<file path="src/cpu_isa_pkg.sv">
package cpu_isa_pkg;

    // data and address word
    typedef logic [15:0] word_t;

    // register index, r0..r7
    typedef logic [2:0] reg_idx_t;

    // alu operation, taken from op[3:0] of alu instructions
    // codes 8..11 are reserved and decode as no-ops
    typedef enum logic [3:0] {
        ALU_ADD = 4'd0,
        ALU_SUB = 4'd1,
        ALU_AND = 4'd2,
        ALU_OR  = 4'd3,
        ALU_XOR = 4'd4,
        ALU_MOV = 4'd5,
        ALU_LSL = 4'd6,
        ALU_LSR = 4'd7
    } alu_op_t;

    // short branch conditions, bits 13..10 of a branch word
    typedef enum logic [3:0] {
        COND_EQ, COND_NE, COND_CS, COND_CC,
        COND_MI, COND_PL, COND_VS, COND_VC,
        COND_HI, COND_LS, COND_GE, COND_LT,
        COND_GT, COND_LE, COND_AL, COND_NV
    } cond_t;

    // condition codes, n in the msb
    typedef struct packed {
        logic n;
        logic z;
        logic c;
        logic v;
    } flags_t;

    // instruction word, op in the top five bits
    // low four bits are the signed immediate when mode is 0x
    typedef struct packed {
        logic [4:0] op;
        reg_idx_t   rd;
        reg_idx_t   ra;
        logic [1:0] mode;
        logic [2:0] rb_imm;
    } instr_t;

    localparam logic [4:0] OP_LOAD  = 5'b01100;
    localparam logic [4:0] OP_STORE = 5'b01101;

endpackage

</file>
<file path="src/cpu_bus_pkg.sv">
package cpu_bus_pkg;

    // shared memory bus, rdata comes back one cycle after re
    typedef struct packed {
        cpu_isa_pkg::word_t addr;
        cpu_isa_pkg::word_t wdata;
        logic               re;
        logic               we;
    } mem_req_t;

    // word handed from fetch to stage two
    // pc is the fetch address register in the same cycle
    typedef struct packed {
        cpu_isa_pkg::instr_t instr;
        logic                valid;
        cpu_isa_pkg::word_t  pc;
    } fetch_word_t;

    // control back from stage two to fetch
    typedef struct packed {
        logic               take_branch;
        logic               stall;
        cpu_isa_pkg::word_t target;
    } redirect_t;

    // load or store wanted by stage two, granted the same cycle
    typedef struct packed {
        logic               load;
        logic               store;
        cpu_isa_pkg::word_t addr;
        cpu_isa_pkg::word_t wdata;
    } data_req_t;

endpackage

</file>
<file path="src/alu.sv">
`timescale 1ns/10ps

module alu (
    input  cpu_isa_pkg::alu_op_t op,
    input  cpu_isa_pkg::word_t   a,
    input  cpu_isa_pkg::word_t   b,
    input  cpu_isa_pkg::flags_t  cc_in,
    output cpu_isa_pkg::word_t   result,
    output cpu_isa_pkg::flags_t  cc_out
);

    // extra bit holds carry out or borrow
    logic [16:0] sum;
    logic [16:0] diff;

    assign sum  = {1'b0, a} + {1'b0, b};
    assign diff = {1'b0, a} - {1'b0, b};

    always_comb begin
        // c and v pass through unless add or sub
        cc_out = cc_in;
        case (op)
            cpu_isa_pkg::ALU_ADD: begin
                result   = sum[15:0];
                cc_out.c = sum[16];
                // same operand signs, result sign flipped
                cc_out.v = (a[15] == b[15]) && (sum[15] != a[15]);
            end
            cpu_isa_pkg::ALU_SUB: begin
                result   = diff[15:0];
                // carry set means no borrow
                cc_out.c = ~diff[16];
                cc_out.v = (a[15] != b[15]) && (diff[15] != a[15]);
            end
            cpu_isa_pkg::ALU_AND: result = a & b;
            cpu_isa_pkg::ALU_OR:  result = a | b;
            cpu_isa_pkg::ALU_XOR: result = a ^ b;
            cpu_isa_pkg::ALU_MOV: result = b;
            // shift amount from the low nibble only
            cpu_isa_pkg::ALU_LSL: result = a << b[3:0];
            cpu_isa_pkg::ALU_LSR: result = a >> b[3:0];
            // reserved codes, result is never written back
            default: result = '0;
        endcase
        cc_out.n = result[15];
        cc_out.z = result == '0;
    end

endmodule

</file>
<file path="src/cpu_top.sv">
`timescale 1ns/10ps

module cpu_top #(
    parameter cpu_isa_pkg::word_t RESET_PC = '0
) (
    input  logic                  clk,
    input  logic                  rst,
    input  logic                  halt,
    input  cpu_isa_pkg::word_t    rdata,
    output cpu_bus_pkg::mem_req_t mem
);

    // stage one <-> stage two
    cpu_bus_pkg::fetch_word_t fetch_word;
    cpu_bus_pkg::redirect_t   redirect;
    cpu_bus_pkg::data_req_t   data_req;

    // register file ports
    cpu_isa_pkg::reg_idx_t raddr_a;
    cpu_isa_pkg::reg_idx_t raddr_b;
    cpu_isa_pkg::reg_idx_t raddr_d;
    cpu_isa_pkg::word_t    rdata_a;
    cpu_isa_pkg::word_t    rdata_b;
    cpu_isa_pkg::word_t    rdata_d;
    logic                  rf_we;
    cpu_isa_pkg::reg_idx_t rf_waddr;
    cpu_isa_pkg::word_t    rf_wdata;

    // alu ports
    cpu_isa_pkg::alu_op_t alu_op;
    cpu_isa_pkg::word_t   alu_a;
    cpu_isa_pkg::word_t   alu_b;
    cpu_isa_pkg::word_t   alu_result;
    cpu_isa_pkg::flags_t  alu_flags;
    cpu_isa_pkg::flags_t  flags;

    fetch_bus #(.RESET_PC(RESET_PC)) u_fetch (
        .clk(clk), .rst(rst), .halt(halt), .rdata(rdata),
        .redirect(redirect), .data_req(data_req),
        .fetch(fetch_word), .mem(mem)
    );

    decode_exec u_exec (
        .clk(clk), .rst(rst), .halt(halt), .fetch(fetch_word), .rdata(rdata),
        .rdata_a(rdata_a), .rdata_b(rdata_b), .rdata_d(rdata_d),
        .alu_result(alu_result), .alu_flags(alu_flags),
        .redirect(redirect), .data_req(data_req),
        .raddr_a(raddr_a), .raddr_b(raddr_b), .raddr_d(raddr_d),
        .we(rf_we), .waddr(rf_waddr), .wdata(rf_wdata),
        .alu_op(alu_op), .alu_a(alu_a), .alu_b(alu_b), .flags(flags)
    );

    regfile u_regs (
        .clk(clk), .rst(rst),
        .raddr_a(raddr_a), .raddr_b(raddr_b), .raddr_c(raddr_d),
        .we(rf_we), .waddr(rf_waddr), .wdata(rf_wdata),
        .rdata_a(rdata_a), .rdata_b(rdata_b), .rdata_c(rdata_d)
    );

    alu u_alu (
        .op(alu_op), .a(alu_a), .b(alu_b), .cc_in(flags),
        .result(alu_result), .cc_out(alu_flags)
    );

endmodule

</file>
<file path="src/decode_exec.sv">
`timescale 1ns/10ps

module decode_exec (
    input  logic                     clk,
    input  logic                     rst,
    input  logic                     halt,
    input  cpu_bus_pkg::fetch_word_t fetch,
    input  cpu_isa_pkg::word_t       rdata,
    input  cpu_isa_pkg::word_t       rdata_a,
    input  cpu_isa_pkg::word_t       rdata_b,
    input  cpu_isa_pkg::word_t       rdata_d,
    input  cpu_isa_pkg::word_t       alu_result,
    input  cpu_isa_pkg::flags_t      alu_flags,
    output cpu_bus_pkg::redirect_t   redirect,
    output cpu_bus_pkg::data_req_t   data_req,
    output cpu_isa_pkg::reg_idx_t    raddr_a,
    output cpu_isa_pkg::reg_idx_t    raddr_b,
    output cpu_isa_pkg::reg_idx_t    raddr_d,
    output logic                     we,
    output cpu_isa_pkg::reg_idx_t    waddr,
    output cpu_isa_pkg::word_t       wdata,
    output cpu_isa_pkg::alu_op_t     alu_op,
    output cpu_isa_pkg::word_t       alu_a,
    output cpu_isa_pkg::word_t       alu_b,
    output cpu_isa_pkg::flags_t      flags
);

    typedef enum logic [1:0] {
        DECODE,
        LS1,
        LS2,
        BRANCH_DELAY
    } state_t;

    state_t               state;
    state_t               state_next;
    cpu_isa_pkg::instr_t  ir;
    cpu_isa_pkg::word_t   ir_bits;
    cpu_isa_pkg::flags_t  flags_next;

    // decoded fields
    logic                 is_alu;
    logic                 is_ls;
    logic                 is_load;
    logic                 is_store;
    logic                 is_branch;
    logic                 operand_ok;
    logic [3:0]           imm4;
    cpu_isa_pkg::cond_t   br_cond;
    cpu_isa_pkg::word_t   br_offset;
    logic                 cond_true;

    // sequencer outputs before halt gating
    logic                 take;
    logic                 stall;
    logic                 do_wb;
    logic                 ld;
    logic                 st;
    cpu_isa_pkg::word_t   wb_val;

    assign ir_bits = ir;

    // 010xx alu codes are reserved, only 00xxx executes
    assign is_alu     = ir.op[4:3] == 2'b00;
    assign is_load    = ir.op == cpu_isa_pkg::OP_LOAD;
    assign is_store   = ir.op == cpu_isa_pkg::OP_STORE;
    assign is_ls      = is_load | is_store;
    assign is_branch  = ir.op[4:3] == 2'b10;
    // mode 11 no longer supported
    assign operand_ok = ir.mode != 2'b11;
    assign imm4       = {ir.mode[0], ir.rb_imm};

    // branch view of the same word
    assign br_cond   = cpu_isa_pkg::cond_t'(ir_bits[13:10]);
    assign br_offset = {{6{ir_bits[9]}}, ir_bits[9:0]};

    // operands
    assign raddr_a = ir.ra;
    assign raddr_b = ir.rb_imm;
    assign raddr_d = ir.rd;
    assign alu_a   = rdata_a;
    assign alu_b   = ir.mode[1] ? rdata_b : {{12{imm4[3]}}, imm4};
    // loads and stores use the adder for ra + operand
    assign alu_op  = is_ls ? cpu_isa_pkg::ALU_ADD : cpu_isa_pkg::alu_op_t'(ir.op[3:0]);

    // condition table
    always_comb begin
        cond_true = 1'b0;
        case (br_cond)
            cpu_isa_pkg::COND_EQ: cond_true = flags.z;
            cpu_isa_pkg::COND_NE: cond_true = !flags.z;
            cpu_isa_pkg::COND_CS: cond_true = flags.c;
            cpu_isa_pkg::COND_CC: cond_true = !flags.c;
            cpu_isa_pkg::COND_MI: cond_true = flags.n;
            cpu_isa_pkg::COND_PL: cond_true = !flags.n;
            cpu_isa_pkg::COND_VS: cond_true = flags.v;
            cpu_isa_pkg::COND_VC: cond_true = !flags.v;
            cpu_isa_pkg::COND_HI: cond_true = flags.c && !flags.z;
            cpu_isa_pkg::COND_LS: cond_true = !flags.c || flags.z;
            cpu_isa_pkg::COND_GE: cond_true = flags.n == flags.v;
            cpu_isa_pkg::COND_LT: cond_true = flags.n != flags.v;
            cpu_isa_pkg::COND_GT: cond_true = !flags.z && (flags.n == flags.v);
            cpu_isa_pkg::COND_LE: cond_true = flags.z || (flags.n != flags.v);
            cpu_isa_pkg::COND_AL: cond_true = 1'b1;
            cpu_isa_pkg::COND_NV: cond_true = 1'b0;
        endcase
    end

    // sequencer
    always_comb begin
        state_next = state;
        flags_next = flags;
        take       = 1'b0;
        stall      = 1'b0;
        do_wb      = 1'b0;
        ld         = 1'b0;
        st         = 1'b0;
        wb_val     = alu_result;
        case (state)
            DECODE: begin
                if (is_branch) begin
                    take = cond_true;
                    // one delay cycle drops the word already in flight
                    if (cond_true) begin
                        state_next = BRANCH_DELAY;
                    end
                end else if (is_alu && operand_ok) begin
                    do_wb      = 1'b1;
                    flags_next = alu_flags;
                end else if (is_ls && operand_ok) begin
                    ld         = is_load & ~halt;
                    st         = is_store & ~halt;
                    stall      = 1'b1;
                    state_next = LS1;
                end
                // anything else falls through as a no-op
            end
            LS1: begin
                // load data is on rdata now
                stall      = 1'b1;
                do_wb      = is_load;
                wb_val     = rdata;
                // keep the read going while frozen so the data is still there
                ld         = is_load & halt;
                state_next = LS2;
            end
            LS2: begin
                // fetch catches up
                state_next = DECODE;
            end
            BRANCH_DELAY: begin
                state_next = DECODE;
            end
        endcase
    end

    assign redirect = '{take_branch: take, stall: stall, target: fetch.pc + br_offset};
    assign data_req = '{load: ld, store: st, addr: alu_result, wdata: rdata_d};

    // writeback
    assign we    = do_wb & ~halt;
    assign waddr = ir.rd;
    assign wdata = wb_val;

    always_ff @(posedge clk) begin
        if (rst) begin
            state <= DECODE;
            ir    <= '0;
            flags <= '0;
        end else if (!halt) begin
            state <= state_next;
            flags <= flags_next;
            // invalid word becomes add r0, r0, #0
            if (state_next == DECODE) begin
                ir <= fetch.valid ? fetch.instr : '0;
            end
        end
    end

endmodule

</file>
<file path="src/fetch_bus.sv">
`timescale 1ns/10ps

module fetch_bus #(
    parameter cpu_isa_pkg::word_t RESET_PC = '0
) (
    input  logic                     clk,
    input  logic                     rst,
    input  logic                     halt,
    input  cpu_isa_pkg::word_t       rdata,
    input  cpu_bus_pkg::redirect_t   redirect,
    input  cpu_bus_pkg::data_req_t   data_req,
    output cpu_bus_pkg::fetch_word_t fetch,
    output cpu_bus_pkg::mem_req_t    mem
);

    cpu_isa_pkg::word_t pc;
    cpu_isa_pkg::word_t pc_next;
    // low for the first cycle after reset, no fetch yet
    logic fetch_en;
    // bus carried a fetch last cycle
    logic fetch_valid;
    logic data_cycle;

    assign data_cycle = data_req.load | data_req.store;

    // next fetch address
    always_comb begin
        if (!fetch_en || halt || redirect.stall) begin
            pc_next = pc;
        end else if (redirect.take_branch) begin
            pc_next = redirect.target;
        end else begin
            pc_next = pc + 16'd1;
        end
    end

    // data access wins the bus over the fetch
    always_comb begin
        mem.wdata = data_req.wdata;
        mem.we    = data_req.store;
        if (data_cycle) begin
            mem.addr = data_req.addr;
            mem.re   = data_req.load;
        end else begin
            mem.addr = pc_next;
            mem.re   = fetch_en;
        end
    end

    always_ff @(posedge clk) begin
        if (rst) begin
            // one below so the first increment lands on RESET_PC
            pc          <= RESET_PC - 16'd1;
            fetch_en    <= 1'b0;
            fetch_valid <= 1'b0;
        end else begin
            pc          <= pc_next;
            fetch_en    <= 1'b1;
            fetch_valid <= fetch_en & ~data_cycle;
        end
    end

    // returning word is the instruction, no extra register
    assign fetch = '{instr: cpu_isa_pkg::instr_t'(rdata), valid: fetch_valid, pc: pc};

endmodule

</file>
<file path="src/regfile.sv">
`timescale 1ns/10ps

module regfile (
    input  logic                  clk,
    input  logic                  rst,
    input  cpu_isa_pkg::reg_idx_t raddr_a,
    input  cpu_isa_pkg::reg_idx_t raddr_b,
    input  cpu_isa_pkg::reg_idx_t raddr_c,
    input  logic                  we,
    input  cpu_isa_pkg::reg_idx_t waddr,
    input  cpu_isa_pkg::word_t    wdata,
    output cpu_isa_pkg::word_t    rdata_a,
    output cpu_isa_pkg::word_t    rdata_b,
    output cpu_isa_pkg::word_t    rdata_c
);

    // r0..r7, r0 is an ordinary register
    cpu_isa_pkg::word_t regs [0:7];

    // asynchronous reads
    assign rdata_a = regs[raddr_a];
    assign rdata_b = regs[raddr_b];
    assign rdata_c = regs[raddr_c];

    always_ff @(posedge clk) begin
        if (rst) begin
            for (int i = 0; i < 8; i++) begin
                regs[i] <= '0;
            end
        end else if (we) begin
            regs[waddr] <= wdata;
        end
    end

endmodule

</file>
<file path="config.mk">
export PLATFORM = sky130hd
export DESIGN_NAME = cpu_top
export DESIGN_NICKNAME = d
export VERILOG_FILES = /design/src/cpu_isa_pkg.sv /design/src/cpu_bus_pkg.sv /design/src/alu.sv /design/src/cpu_top.sv /design/src/decode_exec.sv /design/src/fetch_bus.sv /design/src/regfile.sv
export SDC_FILE = /design/constraint.sdc
export NUM_CORES = 1
export LEC_CHECK = 0
export ABC_AREA = 1
export BUFFER_PORTS_ARGS = -buffer_cell sky130_fd_sc_hd__buf_4
export CORE_MARGIN = 1.5
export CORE_UTILIZATION = 47
export CTS_BUF_LIST = sky130_fd_sc_hd__clkbuf_8
export CTS_CLUSTER_DIAMETER = 50
export CTS_CLUSTER_SIZE = 40
export DETAILED_ROUTE_END_ITERATION = 12
export HOLD_SLACK_MARGIN = 0.15
export PLACE_DENSITY = 0.61
export SYNTH_ARGS = -nofsm -noshare
export SYNTH_HDL_FRONTEND = slang
export SYNTH_SLANG_ARGS = --single-unit
</file>
<file path="constraint.sdc">
create_clock -name clk -period 11.8 [get_ports clk]
set_clock_uncertainty 0.2 [all_clocks]
set_input_delay 0.59 -clock clk [delete_from_list [all_inputs] [get_ports clk]]
set_output_delay 0.59 -clock clk [all_outputs]
set_load 0.02 [all_outputs]
</file>
Yosys cells after proc, flatten, opt, wreduce, memory -nomap -nowiden
Memory sizes are Yosys's and may differ from the RTL's. A register that Yosys moved wholly into a read port is not among the register bits.
Index checks and enable logic that the tools add are counted.
{"block": "totals", "ram_bits": 128, "inputBits": 19, "word_cells": 144, "ff_bits": 40, "mem_count": 1, "out_inout_bits": 34}
{"block": "op_classes", "addsub": 4, "mux": 48, "bitwise_logic": 14, "shift": 2, "n_reduce_logical": 27, "n_eq_ne": 35}
{"name": "u_regs.regs", "depth": 8, "word_bits": 16, "read_ports": 3, "rd_ports_with_merged_regs": 3, "wr": 8, "line": "regfile.sv:18", "source": "cpu_isa_pkg::word_t regs [0:7];"}
{"op": "16-bit one-hot mux with 8 select lines", "count": 1}
{"op": "16-bit two-way mux", "count": 7}
{"op": "4-bit by 3-bit equality test with 1-bit output (second input constant)", "count": 8}
{"op": "4-bit equality test (second input constant)", "count": 8}
{"op": "1-bit two-way mux", "count": 22}
{"op": "3-bit two-way mux", "count": 7}
{"op": "16-bit by 16-bit adder with 17-bit output", "count": 1}
{"op": "16-bit by 16-bit subtractor with 17-bit output", "count": 1}
{"op": "16-bit by 1-bit adder with 16-bit output (second input constant)", "count": 1}
{"op": "16-bit adder", "count": 1}
{"op": "16-bit AND", "count": 1}
{"op": "4-bit by 2-bit equality test with 1-bit output (second input constant)", "count": 4}
{"op": "16-bit logical NOT", "count": 1}
{"op": "16-bit bitwise OR", "count": 1}
{"op": "1-bit one-hot mux with 16 select lines", "count": 1}
{"op": "16-bit OR reduction", "count": 1}
{"op": "16-bit by 4-bit left shift with 16-bit output", "count": 1}
{"op": "16-bit by 4-bit >> shifter with 16-bit output", "count": 1}
{"op": "16-bit bitwise XOR", "count": 1}
{"op": "5-bit by 4-bit equality test with 1-bit output (second input constant)", "count": 2}
{"op": "4-bit by 1-bit equality test with 1-bit output (second input constant)", "count": 2}
{"op": "4-bit logical NOT", "count": 2}
{"op": "2-bit two-way mux", "count": 4}
{"op": "2-bit equality test (second input constant)", "count": 3}
{"op": "20 further kinds", "count": 48}

Depth between registers and ports, before layout
Gate-level depths: netlist of the first run.
{"block": "depth", "depth_word": 11, "mapped_depth": 31, "ltp_nobuf": 28}

Cells and area by module
A second synthesis of the first run with hierarchy kept.
{"block": "unflattened", "cells_unflattened": 3016, "area_unflattened_um2": 17798.3}
{"module": "regfile", "cells_each": 1330, "instances": 1, "area_each_um2": 8747.1, "seq_area_each_um2": 3843.7}
{"module": "alu", "cells_each": 921, "instances": 1, "area_each_um2": 4609.4, "seq_area_each_um2": 0.0}
{"module": "decode_exec", "cells_each": 484, "instances": 1, "area_each_um2": 2817.7, "seq_area_each_um2": 440.4}
{"module": "fetch_bus", "cells_each": 281, "instances": 1, "area_each_um2": 1624.1, "seq_area_each_um2": 360.3}

Worst setup path before layout of the first run
OpenSTA, ideal clock, no wires.
{"block": "synth_path", "path_kind": "flip-flop to output port", "from": "reg u_exec.ir (netlist bit u_exec.raddr_d[2])", "to": "out mem[28] (netlist bit)", "path_slack_ps": 7241, "required_time_ps": 11010, "path_stages_with_launch": 29, "t_arrival_ps": 3769, "n_path_buf": 2, "path_cell_list": "dfxtp_1 > buf_6 > inv_1 > nand2_1 > nor2_2 > nand2_1 > nand2_1 > a21oi_1 > nand2_1 > nand2_1 > a21oi_1 > nand2_1 > buf_2 > or2_2 > ha_1 > fa_1 > a21oi_1 > o21bai_1 > a21oi_1 > o21bai_1 > nand3_1 > nand2_1 > a21oi_1 > a21boi_1 > nand2_1 > nand2_1 > o22ai_1 > inv_1 > o21ai_0"}
{"element": "from (decl)", "line": "decode_exec.sv:37", "source": "cpu_isa_pkg::instr_t ir;"}
{"element": "from (signal assigned)", "line": "decode_exec.sv:175", "source": "ir <= fetch.valid ? fetch.instr : '0;"}
{"element": "to (decl)", "line": "cpu_top.sv:10", "source": "output cpu_bus_pkg::mem_req_t mem"}

==> results.toml, run 1 <==
[synth]
synth_cells = 2226
synth.distinct_cells = 50
yosysTopAreaCell = "edfxtp_1"
ys_top_cells_by_area = "edfxtp_1 (26%), nand2_1 (13%), nand3_1 (8.8%)"
synth_flop_cell = "edfxtp_1"
synth_area_mm2 = 0.0148
synth.net_count = 2307
yosys.area.top_type_share_pct = 25.9
ys_seq_elements = 177
synth_edf_count = 128
synth-seq-area-share_pct = 32.5
async_reset_ff_share_pct = 0
yosysWarnings = 0
synth.avg_cell_area_um2 = 6.67

[clocking]
post-cts-setup-buffers = 0
numCtsBuffers = 17
clk_latency_ps = 490
clock_tree.root_cell = "clkbuf_8"
clock_path_buffers = 2
path_clk_slew_ps = 100
cts_tree = "yes"
cts.sinks = 177
cts_resized = 0
cts_hold_repair.buffers = 0
cts_max_level = 4

[grt]
first_global_vias = 14691
met1_usage_pct = 46.4
grt_usage_pct = 34.4
overflow = 0
grtUsageMet3_pct = 6.85
antenna_found_initial = 0
grt-busiest-layer = "met2"
grt_util_met2_pct = 54.1
grt_max_degree = 81
grt_pass1_wl_um = 85800

[die]
die_height_um = 181
die-area_mm2 = 0.0327
pin_count = 53
die_w_um = 181
core_mm2 = 0.0308
initial_utilization_pct = 48.1
rows = 64

[status]
status = "complete, no violations"

[power]
p_leak_nw = 6.77
power_density_mw_per_mm2 = 156
vdd_drop_max_v = 0.0000817

[min_path]
hold_class = "in2reg"
hp-start = "halt"

[timing]
clock.fmax_mhz = 156
slew_viol_final = 0
finalWorstSetupSlack_ps = 5400
tightest_slew_ps = 1240
hold_viol_final = 0
post-route-period-util_pct = 54.2
setup_viol = 0
rsz0062_at_grt = "no"
fin_tns_setup_ps = 0
worst_slew_margin_rel_pct = 17.2
fin_crit_ps = 6400

[layout]
multi_input_area_mm2 = 0.00854
fillers = 3143
antenna_cells = 0
final_common_cell = "nand2_1"
layout-drive-gt1-share_pct = 6.74
regArea_mm2 = 0.00483
final_cell_mix = "nand2_1 (513), nand3_1 (261), nor2_1 (255)"
area.growth.synth_to_final_pct = 5.32
fin_nets = 2266

[critical_path]
critPathSlowestCell = "o21ai_0"
slowest_delay_ps = 590
startpoint_type = "register"
cp_cell_sequence = "buf_4, inv_2, nor2_1, o21ai_1, nand3_1, nand3_1, nand2_2, buf_4, inv_2, ha_1, inv_1, nand3_1, o21ai_0, nand2_1, nand2_1, inv_1, o21ai_0, nand2_1, nand2_1, a21oi_1, o21ai_0, o21ai_0, buf_4"
end_kind = "output pin"
path_class = "reg2out"
worstPathRequired_ps = 11010
arrival_ps = 5610
path_max_fanout = 56

[route]
ant_nets = 0
drc = 0
drt-total-wl_um = 56200
num_vias = 15709
wire_per_inst_um = 21.7
drt_iter0_markers = 1839
first_pass_iters = 5
via_per_inst = 6.06

[place]
place.port_buffers = 52
dp_slack_ps = 6260
gp_congestion = 0.975
hpwl_um = 39800

[run]
cap_violations = 0
[synthesized netlist by cell type (28+ instances only)]
master	n
clkbuf_1	56
dfxtp_1	49
a21oi_1	183
inv_1	209
o21ai_0	181
nor2_1	255
o21ai_1	28
nand2_1	513
edfxtp_1	128
ha_1	59
o211ai_1	57
nand3_1	261
buf_2	50
[per-layer routing]
metal,routed length [um],up-vias
li1,-,7437
met1,24000,7408
met2,25100,738
met3,5010,126
met4,2100,0
met5,0,-
[stage by stage]
| stage | utilization [%] | total power, mW | instances | hold slack [ps] | instance area [um^2] |
|---|---|---|---|---|---|
| after CTS | 50.7 | 2.42 | 2592 | 186 | 15600 |
| after global routing | 50.7 | 2.59 | 2592 | 197 | 15600 |
| final | 50.7 | 2.45 | 2592 | 203 | 15600 |
| after detailed placement | 49.5 | 1.99 | 2562 | 267 | 15200 |
| after floorplan | - | 1.58 | 2226 | 241 | 14800 |
| after global placement | 49.5 | 1.99 | 2562 | 274 | 15200 |
[state kept, by name, summed over array words and instances (netlist names), named ones only]
register and count:
u_exec.br_cond 3, u_exec.br_offset 2, u_exec.flags 4, u_exec.ir 2, u_exec.raddr_a 3, u_exec.raddr_b 3
u_exec.raddr_d 3, u_exec.state 2, u_fetch.fetch_en 1, u_fetch.fetch_valid 1, u_fetch.pc 16, u_regs.regs 128
[worst max-delay path, delay by kind of cell, from the launching register on]
| family | cells | cell delay (ps) |
|---|---|---|
| buffers and inverters | 7 | 1850 |
| adder cells (fa/ha/maj) | 1 | 410 |
| flip-flops | 1 | 320 |
| AO/OA/AOI/OAI | 6 | 1540 |
| AND/OR/NAND/NOR | 9 | 940 |
[layout make-up]
| cell class | instances | area share (%) |
|---|---|---|
| timing repair buffer | 73 | 3.51 |
| clock buffer | 17 | 1.50 |
| multi-input combinational | 1694 | 54.6 |
| clock inverter | 13 | 0.960 |
| tap | 396 | 3.17 |
| sequential | 177 | 30.9 |
| inverter | 222 | 5.33 |
[power by group]
part / total [mW] / internal [mW] / switching [mW]
clock: 0.438 / 0.191 / 0.247
sequential: 0.736 / 0.707 / 0.0299
combinational: 1.27 / 0.351 / 0.919
[final timing paths]
kind / end / slack [ps] / depth (start not counted)
min: u_exec.state[0]$_SDFFE_PP0N_ / 200 / 3
max: mem[29] / 5400 / 23
min reg2reg: register / 290 / 2
max reg2reg: u_regs.regs[2][7]$_SDFFCE_PN0P_ / 6100 / 22
[kinds of logic (layout without fill, tap and decap cells)]
| group | Yosys count | count (layout) | share of synthesized area, % |
|---|---|---|---|
| multiplexers | 10 | 10 | 0.750 |
| flip-flops | 177 | 177 | 32.5 |
| AO/OA/AOI/OAI | 529 | 529 | 20.0 |
| buffers and inverters | 355 | 325 | 9.98 |
| adder cells (fa/ha/maj) | 62 | 62 | 5.38 |
| XOR/XNOR | 12 | 12 | 0.708 |
| AND/OR/NAND/NOR | 1081 | 1081 | 30.7 |
Power figures use the tool's default switching activity.
==> inputs of run 2 (changes only) <==
ABC_AREA = 0   (was 1)
PLACE_DENSITY = 0.64   (was 0.61)
clock period = 5.7 ns   (was 11.8 ns; I/O delays follow)
==> results.toml, run 2 <==
[place]
place_area_mm2 = 0.0151
gp_congestion = 0.979
place.port_buffers = 52
dp_slack_ps = 428
hpwl_um = 36500
dp_cells = 1843

[clocking]
cts_tree = "yes"
clock_tree.root_cell = "clkbuf_8"
clock_path_buffers = 2
clk_latency_ps = 490
cts_max_level = 4
cts.sinks = 177
numCtsBuffers = 17
path_clk_slew_ps = 110

[layout]
fin_nets = 1580
fin_util_pct = 53.7
final_area_mm2 = 0.0159
antenna_cells = 0
area.growth.synth_to_final_pct = 13.0
regMostFlops = "u_regs.regs"
top_regs = "u_regs.regs x128, u_fetch.pc x16, u_exec.flags x4"
final_cells = 1901
layout-drive-gt1-share_pct = 21.2
final_cell_mix = "nor2_1 (199), buf_4 (128), edfxtp_1 (128)"
final_common_cell = "nor2_1"
largest_reg_flops = 128

[synth]
synth.avg_cell_area_um2 = 9.88
synth_common_cells = "nor2_1 (199), edfxtp_1 (128), nand2_1 (112), a21oi_1 (107), mux2i_1 (91)"
yosysMostFrequentCell = "nor2_1"
synth-seq-area-share_pct = 34.3
synth.net_count = 1504
synth_cells = 1423
yosysTopAreaCell = "edfxtp_1"
synth_area_mm2 = 0.0141
ys_top_cells_by_area = "edfxtp_1 (27%), mux4_2 (13%), dfxtp_1 (7.0%)"
synth_flop_cell = "edfxtp_1"
yosysWarnings = 0
synth_edf_count = 128
ys_seq_elements = 177
async_reset_ff_share_pct = 0
synth.distinct_cells = 84
yosys.area.top_type_share_pct = 27.3

[critical_path]
end_kind = "output pin"
crit_family = "compound AO/OA/AOI/OAI gates"
critPathSlowestCell = "dfxtp_4"
worst-path-buf-inv = 5
path_max_fanout = 16
cp_cell_sequence = "buf_12, mux4_2, or2_0, a31oi_4, buf_4, inv_2, ha_1, nor2_1, a221oi_4, o221ai_2, a311oi_2, buf_4, a221o_1, xnor2_1, a22oi_1, and3_1, mux2i_1, buf_4"
startpoint_type = "register"
crit_top_cell = "buf_4"
slowest_delay_ps = 500
path_class = "reg2out"
arrival_ps = 4920
worstPathRequired_ps = 5220

[status]
status = "complete, no violations"

[timing]
hold-worst-slack_ps = 293
fin_tns_setup_ps = 0
setup_viol = 0
slew_viol_final = 0
worst_slew_margin_rel_pct = 14.3
finalWorstSetupSlack_ps = 297
clock.fmax_mhz = 185
fin_crit_ps = 5400
post-route-period-util_pct = 94.8
hold_viol_final = 0
tightest_slew_ps = 1290

[route]
wl_met2_um = 23600
drt_iter0_markers = 2027
num_vias = 12562
met1_length_um = 19900
maxUsedRoutingLayer = "met4"
drt-total-wl_um = 49700
ant_nets = 0
drc = 0
via_per_inst = 6.61
wire_per_inst_um = 26.2
met3_length_um = 4360
first_pass_iters = 9

[die]
core_mm2 = 0.0296
initial_utilization_pct = 47.6
rows = 63
pin_count = 53
die_height_um = 176
die-area_mm2 = 0.0310
die_w_um = 176

[grt]
overflow = 0
grt_pass1_wl_um = 74900
antenna_found_initial = 2
grt_max_degree = 37
first_global_vias = 12093
grt_usage_pct = 32.4

[run]
cap_violations = 0

[power]
p_leak_nw = 5.96
power_density_mw_per_mm2 = 223
total_power_mw = 3.55
vdd_drop_max_v = 0.000154

[min_path]
hold_class = "reg2reg"
run 2: changes by cell type after synthesis, sizes merged, moves of 72 or more:
cell	before	now
nand2	519	112
nand3	267	34
o21ai	213	41
inv	220	59
mux2i	10	96
mux4	0	84
a21oi	183	111
run 2: cells by family (layout without fill, tap and decap cells):
| family | Yosys count | in the layout | synth area share, % |
|---|---|---|---|
| buf+inv | 160 | 248 | 4.93 |
| mux | 198 | 198 | 22.1 |
| simple gates | 460 | 460 | 14.5 |
| xor+xnor | 27 | 27 | 1.68 |
| flops | 177 | 177 | 34.3 |
| fa+ha+maj | 62 | 62 | 5.68 |
| compound gates | 339 | 339 | 16.8 |
run 2: power breakdown:
| group | switching [mW] | internal, mW | leakage (nW) | total (mW) |
|---|---|---|---|---|
| combinational | 0.681 | 0.428 | 4.02 | 1.11 |
| sequential | 0.0543 | 1.43 | 1.72 | 1.49 |
| clock | 0.511 | 0.441 | 0.214 | 0.952 |
| total | 1.25 | 2.30 | 5.95 | 3.55 |
run 2: layout make-up:
| cell class | instances | area (um^2) |
|---|---|---|
| clock buffer | 17 | 234 |
| fill | 2681 | 13700 |
| clock inverter | 14 | 178 |
| sequential | 177 | 4840 |
| tap | 390 | 488 |
| timing repair buffer | 157 | 1290 |
| inverter | 60 | 226 |
| multi-input combinational | 1086 | 8630 |
run 2: worst paths after layout:
check                                                     from                          endpoint  slack, ps  cells past startpoint
worst max-delay path                                  register                           mem[32]        300                     18
worst min-delay path            u_exec.raddr_a[0]$_SDFFE_PP0P_    u_exec.raddr_a[0]$_SDFFE_PP0P_        290                      2
worst max register to register                        register  u_regs.regs[5][14]$_SDFFCE_PN0P_        550                     19
worst min register to register  u_exec.raddr_a[0]$_SDFFE_PP0P_    u_exec.raddr_a[0]$_SDFFE_PP0P_        290                      2
run 2: routing by layer:
| metal | global-route usage, % | vias up |
|---|---|---|
| li1 | - | 5524 |
| met1 | 43.4 | 6207 |
| met2 | 52.8 | 708 |
| met3 | 4.82 | 123 |
| met4 | 13.1 | 0 |
| met5 | 0 | - |
run 2: tightest hold or removal path, cell delays in order (launching register included):
cell	delay [ps]
dfxtp_1	330
nand2_1	50
a21oi_1	70
run 2: what timing repair did:
action / in CTS / in global routing
pin swaps: 0 / 1
setup buffers: 0 / 1
resized for setup: 1 / 18
hold endpoints to repair: 74 / 0
setup endpoints to repair: 1 / 20
hold buffers: 25 / 0
gates cloned: 0 / 1
